==> src/rtl/cc_params.svh <==
/*
 * Offload fabric widths, unit count and pipeline cut switches
 */
`ifndef CC_PARAMS_SVH
`define CC_PARAMS_SVH

// Payload widths
`define CC_ADDR_W 32
`define CC_DATA_W 32
`define CC_ID_W   5
`define CC_STRB_W 4
`define CC_AMO_W  4

// Offload units, selected by the low address bits
`define CC_NUM_UNITS 3
`define CC_SEL_W     2

// Spill register cuts, 1 inserts a register stage
`define CC_REG_OFFLOAD_REQ  1'b1
`define CC_REG_OFFLOAD_RESP 1'b1
`define CC_REG_TCDM_REQ     1'b0
`define CC_REG_TCDM_RESP    1'b0

`endif

==> src/rtl/cc_pkg.sv <==
/*
 * Core complex types: offload and TCDM payload structs, unit and AMO enums
 */
`default_nettype none

`include "cc_params.svh"

package cc_pkg;

  typedef enum logic [`CC_SEL_W-1:0] {
    UNIT_IPU     = 2'd0,
    UNIT_FPU     = 2'd1,
    UNIT_DIVSQRT = 2'd2
  } offload_unit_e;

  // RISC-V A extension operations on the data port
  typedef enum logic [`CC_AMO_W-1:0] {
    AMO_NONE, AMO_SWAP, AMO_ADD, AMO_AND, AMO_OR, AMO_XOR,
    AMO_MAX, AMO_MAXU, AMO_MIN, AMO_MINU, AMO_LR, AMO_SC
  } amo_op_e;

  typedef struct packed {
    logic [`CC_ADDR_W-1:0] addr;
    logic [`CC_ID_W-1:0]   id;
    logic [`CC_DATA_W-1:0] data_op;
    logic [`CC_DATA_W-1:0] data_arga;
    logic [`CC_DATA_W-1:0] data_argb;
    logic [`CC_DATA_W-1:0] data_argc;
  } acc_req_t;

  typedef struct packed {
    logic [`CC_ID_W-1:0]   id;
    logic [`CC_DATA_W-1:0] data;
    logic                  error;
  } acc_resp_t;

  typedef struct packed {
    logic [`CC_ADDR_W-1:0] addr;
    logic                  write;
    amo_op_e               amo;
    logic [`CC_DATA_W-1:0] data;
    logic [`CC_STRB_W-1:0] strb;
    logic [`CC_ID_W-1:0]   id;
  } dreq_t;

  typedef struct packed {
    logic [`CC_DATA_W-1:0] data;
    logic                  error;
    logic [`CC_ID_W-1:0]   id;
  } dresp_t;

endpackage

`default_nettype wire

==> src/rtl/cc_offload_fabric.sv <==
/*
 * Offload fabric top: spill cuts on the offload and TCDM paths
 * around the request router and response arbiter
 */
`timescale 1ns/1ps
`default_nettype none

`include "cc_params.svh"

module cc_offload_fabric (
  input  logic                                   clk_i,
  input  logic                                   rst_i,
  // Core offload port
  input  cc_pkg::acc_req_t                       acc_req_i,
  input  logic                                   acc_req_valid_i,
  output logic                                   acc_req_ready_o,
  output cc_pkg::acc_resp_t                      acc_resp_o,
  output logic                                   acc_resp_valid_o,
  input  logic                                   acc_resp_ready_i,
  // Offload unit ports
  output cc_pkg::acc_req_t                       unit_req_o,
  output logic [`CC_NUM_UNITS-1:0]               unit_req_valid_o,
  input  logic [`CC_NUM_UNITS-1:0]               unit_req_ready_i,
  input  cc_pkg::acc_resp_t [`CC_NUM_UNITS-1:0]  unit_resp_i,
  input  logic [`CC_NUM_UNITS-1:0]               unit_resp_valid_i,
  output logic [`CC_NUM_UNITS-1:0]               unit_resp_ready_o,
  // Core TCDM port
  input  cc_pkg::dreq_t                          core_dreq_i,
  input  logic                                   core_dreq_valid_i,
  output logic                                   core_dreq_ready_o,
  output cc_pkg::dresp_t                         core_dresp_o,
  output logic                                   core_dresp_valid_o,
  input  logic                                   core_dresp_ready_i,
  // Memory TCDM port
  output cc_pkg::dreq_t                          mem_dreq_o,
  output logic                                   mem_dreq_valid_o,
  input  logic                                   mem_dreq_ready_i,
  input  cc_pkg::dresp_t                         mem_dresp_i,
  input  logic                                   mem_dresp_valid_i,
  output logic                                   mem_dresp_ready_o
);

  import cc_pkg::*;

  // Between the cuts and the router
  acc_req_t  acc_req_q;
  logic      acc_req_q_valid, acc_req_q_ready;
  acc_resp_t acc_resp_d;
  logic      acc_resp_d_valid, acc_resp_d_ready;

  // ------------------------------------------------------------
  // Offload path
  // ------------------------------------------------------------
  cc_spill_register #(
    .T      (acc_req_t),
    .Bypass (!`CC_REG_OFFLOAD_REQ)
  ) u_acc_req_cut (
    .clk_i   (clk_i),
    .rst_i   (rst_i),
    .valid_i (acc_req_valid_i),
    .ready_o (acc_req_ready_o),
    .data_i  (acc_req_i),
    .valid_o (acc_req_q_valid),
    .ready_i (acc_req_q_ready),
    .data_o  (acc_req_q)
  );

  cc_offload_router u_router (
    .clk_i             (clk_i),
    .rst_i             (rst_i),
    .req_i             (acc_req_q),
    .req_valid_i       (acc_req_q_valid),
    .req_ready_o       (acc_req_q_ready),
    .unit_req_o        (unit_req_o),
    .unit_req_valid_o  (unit_req_valid_o),
    .unit_req_ready_i  (unit_req_ready_i),
    .unit_resp_i       (unit_resp_i),
    .unit_resp_valid_i (unit_resp_valid_i),
    .unit_resp_ready_o (unit_resp_ready_o),
    .resp_o            (acc_resp_d),
    .resp_valid_o      (acc_resp_d_valid),
    .resp_ready_i      (acc_resp_d_ready)
  );

  cc_spill_register #(
    .T      (acc_resp_t),
    .Bypass (!`CC_REG_OFFLOAD_RESP)
  ) u_acc_resp_cut (
    .clk_i   (clk_i),
    .rst_i   (rst_i),
    .valid_i (acc_resp_d_valid),
    .ready_o (acc_resp_d_ready),
    .data_i  (acc_resp_d),
    .valid_o (acc_resp_valid_o),
    .ready_i (acc_resp_ready_i),
    .data_o  (acc_resp_o)
  );

  // ------------------------------------------------------------
  // TCDM path, valid taken from the registered side
  // ------------------------------------------------------------
  cc_spill_register #(
    .T      (dreq_t),
    .Bypass (!`CC_REG_TCDM_REQ)
  ) u_tcdm_req_cut (
    .clk_i   (clk_i),
    .rst_i   (rst_i),
    .valid_i (core_dreq_valid_i),
    .ready_o (core_dreq_ready_o),
    .data_i  (core_dreq_i),
    .valid_o (mem_dreq_valid_o),
    .ready_i (mem_dreq_ready_i),
    .data_o  (mem_dreq_o)
  );

  cc_spill_register #(
    .T      (dresp_t),
    .Bypass (!`CC_REG_TCDM_RESP)
  ) u_tcdm_resp_cut (
    .clk_i   (clk_i),
    .rst_i   (rst_i),
    .valid_i (mem_dresp_valid_i),
    .ready_o (mem_dresp_ready_o),
    .data_i  (mem_dresp_i),
    .valid_o (core_dresp_valid_o),
    .ready_i (core_dresp_ready_i),
    .data_o  (core_dresp_o)
  );

endmodule

`default_nettype wire

==> src/rtl/cc_offload_router.sv <==
/*
 * Offload router that steers core requests to one unit by address select bits
 * and merges unit responses with a round-robin arbiter
 */
`timescale 1ns/1ps
`default_nettype none

`include "cc_params.svh"

module cc_offload_router (
  input  logic                                   clk_i,
  input  logic                                   rst_i,
  // Core side request
  input  cc_pkg::acc_req_t                       req_i,
  input  logic                                   req_valid_i,
  output logic                                   req_ready_o,
  // Unit side request with the struct broadcast to all units
  output cc_pkg::acc_req_t                       unit_req_o,
  output logic [`CC_NUM_UNITS-1:0]               unit_req_valid_o,
  input  logic [`CC_NUM_UNITS-1:0]               unit_req_ready_i,
  // Unit side response
  input  cc_pkg::acc_resp_t [`CC_NUM_UNITS-1:0]  unit_resp_i,
  input  logic [`CC_NUM_UNITS-1:0]               unit_resp_valid_i,
  output logic [`CC_NUM_UNITS-1:0]               unit_resp_ready_o,
  // Core side response
  output cc_pkg::acc_resp_t                      resp_o,
  output logic                                   resp_valid_o,
  input  logic                                   resp_ready_i
);

  import cc_pkg::*;

  // ------------------------------------------------------------
  // Request demux
  // ------------------------------------------------------------
  offload_unit_e req_sel;
  logic          req_sel_ok;

  assign req_sel    = offload_unit_e'(req_i.addr[`CC_SEL_W-1:0]);
  assign req_sel_ok = int'(req_sel) < `CC_NUM_UNITS;
  assign unit_req_o = req_i;

  always_comb begin
    unit_req_valid_o = '0;
    req_ready_o      = 1'b0;
    if (req_sel_ok) begin
      unit_req_valid_o[req_sel] = req_valid_i;
      req_ready_o               = unit_req_ready_i[req_sel];
    end
  end

  // ------------------------------------------------------------
  // Response round-robin arbiter
  // ------------------------------------------------------------
  offload_unit_e rr_q, rr_d;
  offload_unit_e gnt_q, rr_gnt, gnt_unit;
  logic          lock_q, lock_d;

  // First valid unit at or after the pointer
  always_comb begin : rr_search
    logic        found;
    int unsigned idx;
    found  = 1'b0;
    rr_gnt = rr_q;
    for (int unsigned i = 0; i < `CC_NUM_UNITS; i++) begin
      idx = int'(rr_q) + i;
      if (idx >= `CC_NUM_UNITS) begin
        idx = idx - `CC_NUM_UNITS;
      end
      if (!found && unit_resp_valid_i[idx]) begin
        found  = 1'b1;
        rr_gnt = offload_unit_e'(idx[`CC_SEL_W-1:0]);
      end
    end
  end

  // Granted unit keeps its valid up until the transfer
  assign gnt_unit     = lock_q ? gnt_q : rr_gnt;
  assign resp_valid_o = unit_resp_valid_i[gnt_unit];
  assign resp_o       = unit_resp_i[gnt_unit];

  always_comb begin
    unit_resp_ready_o           = '0;
    unit_resp_ready_o[gnt_unit] = resp_valid_o && resp_ready_i;
  end

  always_comb begin
    rr_d   = rr_q;
    lock_d = resp_valid_o && !resp_ready_i;
    if (resp_valid_o && resp_ready_i) begin
      if (int'(gnt_unit) == `CC_NUM_UNITS - 1) begin
        rr_d = UNIT_IPU;
      end else begin
        rr_d = offload_unit_e'(gnt_unit + 1'b1);
      end
    end
  end

  always_ff @(posedge clk_i or posedge rst_i) begin
    if (rst_i) begin
      rr_q   <= UNIT_IPU;
      gnt_q  <= UNIT_IPU;
      lock_q <= 1'b0;
    end else begin
      rr_q   <= rr_d;
      gnt_q  <= gnt_unit;
      lock_q <= lock_d;
    end
  end

  // Select value 3 has no unit behind it
  req_sel_valid: assert property (
    @(posedge clk_i) disable iff (rst_i)
    req_valid_i |-> req_sel_ok
  );

  // A pending unit request stays on its unit until taken
  req_hold: assert property (
    @(posedge clk_i) disable iff (rst_i)
    |unit_req_valid_o && !req_ready_o |=> $stable(unit_req_valid_o) && $stable(unit_req_o)
  );

endmodule

`default_nettype wire

==> src/rtl/cc_spill_register.sv <==
/*
 * Spill register as a two-slot valid/ready cut that breaks both the
 * forward and the ready path, or plain wires when bypassed
 */
`timescale 1ns/1ps
`default_nettype none

module cc_spill_register #(
  parameter type T      = logic,
  parameter bit  Bypass = 1'b0
) (
  input  logic clk_i,
  input  logic rst_i,
  input  logic valid_i,
  output logic ready_o,
  input  T     data_i,
  output logic valid_o,
  input  logic ready_i,
  output T     data_o
);

  if (Bypass) begin : gen_bypass
    assign valid_o = valid_i;
    assign ready_o = ready_i;
    assign data_o  = data_i;
  end else begin : gen_cut
    // ------------------------------------------------------------
    // Slot A takes new items, slot B catches A on a stall
    // ------------------------------------------------------------
    T     a_data_q, b_data_q;
    logic a_full_q, b_full_q;
    logic a_fill, a_drain;
    logic b_fill, b_drain;

    assign a_fill  = valid_i && ready_o;
    // A empties downstream or into B whenever B has room
    assign a_drain = a_full_q && !b_full_q;
    assign b_fill  = a_drain && !ready_i;
    assign b_drain = b_full_q && ready_i;

    always_ff @(posedge clk_i or posedge rst_i) begin
      if (rst_i) begin
        a_full_q <= 1'b0;
        b_full_q <= 1'b0;
      end else begin
        if (a_fill || a_drain) begin
          a_full_q <= a_fill;
        end
        if (b_fill || b_drain) begin
          b_full_q <= b_fill;
        end
      end
    end

    always_ff @(posedge clk_i) begin
      if (a_fill) begin
        a_data_q <= data_i;
      end
      if (b_fill) begin
        b_data_q <= a_data_q;
      end
    end

    // B always holds the older item
    assign valid_o = a_full_q || b_full_q;
    assign data_o  = b_full_q ? b_data_q : a_data_q;
    assign ready_o = !a_full_q || !b_full_q;

    // Stalled output keeps its item until taken
    a_out_stable: assert property (
      @(posedge clk_i) disable iff (rst_i)
      valid_o && !ready_i |=> valid_o && $stable(data_o)
    );

    // With both slots taken the A item waits untouched
    a_no_overflow: assert property (
      @(posedge clk_i) disable iff (rst_i)
      a_full_q && b_full_q |=> a_full_q && $stable(a_data_q)
    );
  end

endmodule

`default_nettype wire

==> config.mk <==
export PLATFORM = sky130hd
export DESIGN_NAME = cc_offload_fabric
export DESIGN_NICKNAME = d
export VERILOG_FILES = /design/src/rtl/cc_pkg.sv /design/src/rtl/cc_offload_fabric.sv /design/src/rtl/cc_offload_router.sv /design/src/rtl/cc_spill_register.sv
export VERILOG_INCLUDE_DIRS = /design/src /design/src/rtl
export SDC_FILE = /design/constraint.sdc
export NUM_CORES = 1
export LEC_CHECK = 0
export ABC_CLOCK_PERIOD_IN_PS = 27100
export BUFFER_PORTS_ARGS = -buffer_cell sky130_fd_sc_hd__buf_2
export CAP_MARGIN = 20
export CORE_AREA = 2 2 284 286
export CTS_BUF_LIST = sky130_fd_sc_hd__clkbuf_16
export DETAILED_ROUTE_END_ITERATION = 6
export DIE_AREA = 0 0 286 288
export HOLD_SLACK_MARGIN = 0.03
export PLACE_DENSITY_LB_ADDON = 0.05
export SLEW_MARGIN = 20
export SYNTH_ARGS = -nofsm -noshare
export SYNTH_HDL_FRONTEND = slang
export SYNTH_HIERARCHICAL = 1
export SYNTH_SLANG_ARGS = --single-unit
==> constraint.sdc <==
create_clock -name clk_i -period 27.1 [get_ports clk_i]
set_input_delay 2.71 -clock clk_i [delete_from_list [all_inputs] [get_ports clk_i]]
set_output_delay 2.71 -clock clk_i [all_outputs]
set_load 0.03 [all_outputs]
==> metrics.txt, run 1 <==
outcome finished, final reports clean; Power Dens Cells 135 nW/um2; Switching Share 40.0%; register area share after synthesis 65.3%; Port Buffers 499; first-pass GRT wire length 70.6 mm; Net count, final 1807; total grt overflow 0; CP Cell Sequence buf_2 -> nor2b_1 -> a2111oi_2 -> a21oi_1 -> and3_1 -> nor2_4 -> buf_4 -> nand2_1 -> nor3_1 -> buf_2; worst-path fanout max 40; Gate power share 43.3%; antenna diode count 0; Data arrival, critical path 4910 ps; setup TNS 0 ps; internal cell power 1790 uW; Post-synth EDFFs 406; final-report setup violation count 0; Die Ht 288 um; post-cts sizing count 0; worst path bufs/invs 3; Max Clk Rate 131 MHz; clk_lat worst skew 630 ps; largest net degree at the start of global routing 65; Starting Density 23.9%; initial antenna violation count 18; postcts setup bufs 0; startpoint types primary input; CTS Buf Count 52; vias in the first global route 10.3k; yosys synthesis warning count 6; DRT iter0 DRCs 404; most common cell after layout, fill and taps aside buf_2; worst vdd ir 0.0000662 V; Area Growth Syn to Fin 15.8%; relative slew slack 30.9%; Bufs on Longest Clock Path 3; final cycle utilization of the critical path 28.1%; DR WL/cell 19.8 um; Post-DRT Antenna Nets 0; Critical Path Most Common Cell buf_2; Clock Sinks 415; CP Capture Type primary output; commonest cells after routing, fill and taps aside buf_2, edfxtp_1, mux2_4; DRT Wirelength 49.4 mm; CP max stage cell buf_4; H-tree depth 2; part of the power in registers 35.4%; CP Data Required Time 24390 ps; min Tclk post-route 7620 ps; Largest delay share family, worst path buffers and inverters; Site Rows 104; Max Cap Viol 0; Vias per Instance 3.92; RSZ-0062 raised after global routing false; GRT Overall Usage 11.5%; Core Util, Final 27.7%; Hold Fails Final Rpt 0; syn_nets 1565; syn_area_per_cell 16.5 um2; Pre-antenna DRT Iters 4; HPWL Detailed 34.5 mm; fraction of layout cells with a size suffix above 1 55.7%; clock skew 42.2 ps; Setup CP Type in2out; total die area 82400 um2; number of synthesized register bits 415; Leak Pwr 0.00872 uW; Max Slew Vio Count 0; cells after synthesis 1152; ys async rst share 2.17%; DR vias 9757; CP peak stage delay 550 ps; Residual DRC 0; # IOs 740; die width 286 um; worst slew pin tran 1040 ps; routability cong. 0.742; Synth area leaders edfxtp_1, buf_4, mux2_4; Synth top area share 64.1%; Clock transition at path regs 60 ps; Yosys cell types 49; ys flop type edfxtp_1; root buffer cell clkbuf_16; CORE AREA 79600 um2; CTS tree built; Cell Area, Synth 19000 um2; Switch Pwr 1190 uW; post-synth top area cell edfxtp_1; Clk pwr share 21.3%; # hold bufs at CTS 0; Hold Crit Class reg2reg
## sequential cells by signal, indices dropped and copies added (netlist names)
signal	count
u_acc_resp_cut/gen_cut.b_full_q	1
u_acc_resp_cut/gen_cut.a_full_q	1
u_acc_req_cut/gen_cut.b_full_q	1
u_router/rr_q	2
u_router/gnt_q	2
u_acc_req_cut/gen_cut.a_full_q	1
u_acc_resp_cut/gen_cut.a_data_q	38
u_acc_req_cut/gen_cut.a_data_q	165
u_acc_req_cut/gen_cut.b_data_q	165
u_router/lock_q	1
u_acc_resp_cut/gen_cut.b_data_q	38
## metrics by stage
step	hold slack (ps)	total power [uW]	setup WS [ps]	cells	area, um2
2_1_floorplan	422	2260	11350	1152	19000
3_5_place_dp	431	2410	19430	2400	20500
5_1_grt	449	3170	19210	2492	22000
3_3_place_gp	425	2410	19460	2400	20500
6_report	436	2980	19480	2492	22000
4_1_cts	443	3070	19430	2492	22000
## power by group through the flow
| stage | logic [uW] | registers (uW) | clock network (uW) |
|---|---|---|---|
| 3_3_place_gp | 1350 | 1070 | 0 |
| 2_1_floorplan | 1160 | 1110 | 0 |
| 5_1_grt | 1400 | 1080 | 693 |
| 4_1_cts | 1340 | 1060 | 669 |
| 3_5_place_dp | 1340 | 1070 | 0 |
| 6_report | 1290 | 1050 | 634 |
## area by class of cell
type	count	area, um2
tap	1060	1330
clock inverter	40	243
fill	8244	57600
multi-input combinational	404	4120
clock buffer	52	1300
inverter	9	33.8
timing repair buffer	512	2590
sequential	415	12400
## layer usage
metal	part of all wire [%]	global-route usage [%]	vias to the layer above
li1	-	-	4443
met1	37	12.7	4748
met2	49	19.0	428
met3	11	6.30	106
met4	2.2	3.43	32
met5	0.43	0	-
## worst paths after layout
kind / start / slack [ps] / cells after the start / to
worst min-delay path: u_acc_req_cut/gen_cut.a_data_q[94] / 440 / 0 / u_acc_req_cut/gen_cut.b_data_q[94]
min in group asynchronous: rst_i / 1990 / 2 / u_acc_resp_cut/gen_cut.b_full_q
worst max-delay path: unit_resp_valid_i[0] / 19480 / 10 / unit_resp_ready_o[1]
worst max register to register: u_acc_req_cut/gen_cut.b_full_q / 21290 / 8 / u_acc_req_cut/gen_cut.b_data_q[141]
max in group asynchronous: rst_i / 24900 / 2 / u_router/rr_q[0]
worst min register to register: u_acc_req_cut/gen_cut.a_data_q[94] / 440 / 0 / u_acc_req_cut/gen_cut.b_data_q[94]
## synth_stat cells, types with 3 or more instances
cell / count
edfxtp_1: 406
o21ai_1: 22
and3b_1: 3
buf_2: 12
a21o_1: 4
buf_12: 3
mux2_4: 119
mux2_2: 85
a21boi_0: 3
inv_1: 9
ha_1: 4
clkbuf_1: 4
nand2b_1: 4
dfrtp_1: 9
nor2_1: 7
buf_4: 287
buf_6: 18
nand2_1: 47
mux2i_1: 40
nor3b_1: 3
a21oi_1: 6
nor3_1: 3
o21ai_0: 21
## cells by family after synthesis
family | Yosys count | share of synthesized area, %
simple gates | 82 | 2.14
compound gates | 74 | 2.53
fa+ha+maj | 4 | 0.263
mux | 244 | 16.5
flops | 415 | 65.3
buf+inv | 333 | 13.3
## worst register-to-register path, cell delays in order, from the launching register on
cell and delay [ps]:
dfrtp_4 650, buf_4 880, mux2_4 430, nand3b_1 100, o21ai_0 150, nor3b_2 810, buf_4 680, buf_4 860
buf_4 820
Power figures use the tool's default switching activity.
==> inputs of run 2 (changes only) <==
--- a/config.mk
+++ b/config.mk
@@ -6,7 +6,7 @@
 export SDC_FILE = /design/constraint.sdc
 export NUM_CORES = 1
 export LEC_CHECK = 0
-export ABC_CLOCK_PERIOD_IN_PS = 27100
+export ABC_CLOCK_PERIOD_IN_PS = 7500
 export BUFFER_PORTS_ARGS = -buffer_cell sky130_fd_sc_hd__buf_2
 export CAP_MARGIN = 20
 export CORE_AREA = 2 2 284 286
==> constraint.sdc (replaced) <==
create_clock -name clk_i -period 7.5 [get_ports clk_i]
set_input_delay 0.75 -clock clk_i [delete_from_list [all_inputs] [get_ports clk_i]]
set_output_delay 0.75 -clock clk_i [all_outputs]
set_load 0.03 [all_outputs]
==> run 2 against run 1 <==
Net effect: cell area is 0.76% higher; global-route usage decreased by 0.069 points; total power increased to 3.7 times the previous value; sequential cell count unchanged; final cell count is 0.12% higher; die area unchanged; highest routed layer unchanged.
==> metrics.txt, run 2 (same netlist as run 1, synthesis figures left out) <==
outcome finished, final reports clean; DR WL/cell 19.9 um; Area Growth Syn to Fin 16.7%; initial antenna violation count 17; post-place setup slack 3560 ps; Vias per Instance 3.88; CTS tree built; vias in the first global route 10.1k; # hold bufs at CTS 1; total die area 82400 um2; worst-path fanout max 40; H-tree depth 2; Site Rows 104; Power Dens Cells 493 nW/um2; startpoint types register; relative slew slack 36.5%; most common cell after layout, fill and taps aside buf_2; DRT iter0 DRCs 389; CTS Buf Count 53; Clock Sinks 415; clock skew 24.2 ps; Starting Density 23.9%; GRT Overall Usage 11.5%; commonest cells after routing, fill and taps aside buf_2, edfxtp_1, mux2_4; Bufs on Longest Clock Path 3; Port Buffers 499; fraction of layout cells with a size suffix above 1 56.0%; Hold Fails Final Rpt 0; Residual DRC 0; Crit Reg-Reg Startpoint u_router/rr_q[1]; die width 286 um; worst vdd ir 0.000257 V; clk_lat worst skew 590 ps; Hold Crit Class in2reg; Max Cap Viol 0; first-pass GRT wire length 69.8 mm; CORE AREA 79600 um2; routability cong. 0.706; Filler Cell Count 8216; CP startpoint u_router/rr_q[1]; Pre-antenna DRT Iters 7; area post-placement 20500 um2; # IOs 740; CP max stage cell buf_4; Clock transition at path regs 60 ps; Post-DRT Antenna Nets 0; CP peak stage delay 540 ps; final worst slack 3170 ps; largest net degree at the start of global routing 134; setup TNS 0 ps; HPWL Detailed 34.5 mm; DR vias 9681; root buffer cell clkbuf_16; post-cts sizing count 0; min Tclk post-route 4330 ps; Die Ht 288 um; Top Registers u_acc_req_cut/gen_cut.a_data_q x165, u_acc_req_cut/gen_cut.b_data_q x165; final-report setup violation count 0; total grt overflow 0; worst slew pin tran 952 ps; final cycle utilization of the critical path 57.7%; Max Clk Rate 231 MHz; Data arrival, critical path 3580 ps; Leak Pwr 0.00876 uW; postcts setup bufs 0; Net count, final 1807; RSZ-0062 raised after global routing false; hold path start acc_req_i[104]; CP Capture Type primary output; CP Cell Sequence inv_1 -> ha_1 -> nor2b_1 -> a2111oi_2 -> a21oi_1 -> and3_1 -> nor2_4 -> buf_4 -> nand2_1 -> nor3_1 -> buf_2; CP Data Required Time 6750 ps; DRT Wirelength 49.6 mm; post-route cell area 22200 um2; Hold WS 325 ps; Max Slew Vio Count 0; Setup CP Type reg2out
run 2: through the flow:
stage	utilization, %	total power, uW	std cells
detailed placement	25.8	8700	2398
finish	27.9	10900	2495
floorplan	-	8020	1152
global placement	25.8	8710	2398
global route	27.9	11600	2494
CTS	27.9	11300	2494
run 2: final cells by class:
class	instances	area, um2	share of cell area (%)
multi-input combinational	404	4120	18.6
antenna	1	2.50	0.0113
timing repair buffer	511	2620	11.8
clock inverter	41	330	1.49
tap	1060	1330	5.97
inverter	9	33.8	0.152
clock buffer	54	1350	6.09
sequential	415	12400	55.9
run 2: path summary, 6_finish.rpt:
| path | endpoint | slack, ps | depth (start not counted) |
|---|---|---|---|
| worst max-delay path | unit_resp_ready_o[1] | 3170 | 11 |
| worst min-delay path | u_acc_req_cut/gen_cut.a_data_q[104] | 320 | 1 |
| worst max register to register | u_acc_resp_cut/gen_cut.a_data_q[16] | 3560 | 10 |
| worst min register to register | u_acc_req_cut/gen_cut.b_data_q[0] | 440 | 0 |
| max in group asynchronous | u_router/rr_q[0] | 6610 | 3 |
| min in group asynchronous | u_acc_resp_cut/gen_cut.a_full_q | 650 | 3 |
run 2: metal layers:
metal / share of wire [%] / vias up / track usage, %
met1: 38 / 4699 / 12.8
met3: 9.4 / 99 / 5.28
met5: 0.32 / - / 0
li1: - / 4449 / -
met4: 2.3 / 24 / 3.53
met2: 50 / 410 / 19.4
run 2: report_power, final:
| group | switching [uW] | leakage (uW) | internal (uW) | total [uW] |
|---|---|---|---|---|
| Clock | 1000 | 0.000863 | 1470 | 2470 |
| Sequential | 281 | 0.00392 | 3550 | 3830 |
| Combinational | 3020 | 0.00398 | 1630 | 4640 |
| Total | 4300 | 0.00876 | 6640 | 10900 |
run 2: worst max-delay path: cells and delay by family (launching register included):
kind | cells | cell delay, ps
AO/OA/AOI/OAI | 2 | 450
adder cells (fa/ha/maj) | 1 | 450
buffers and inverters | 3 | 910
flip-flops | 1 | 420
AND/OR/NAND/NOR | 5 | 770
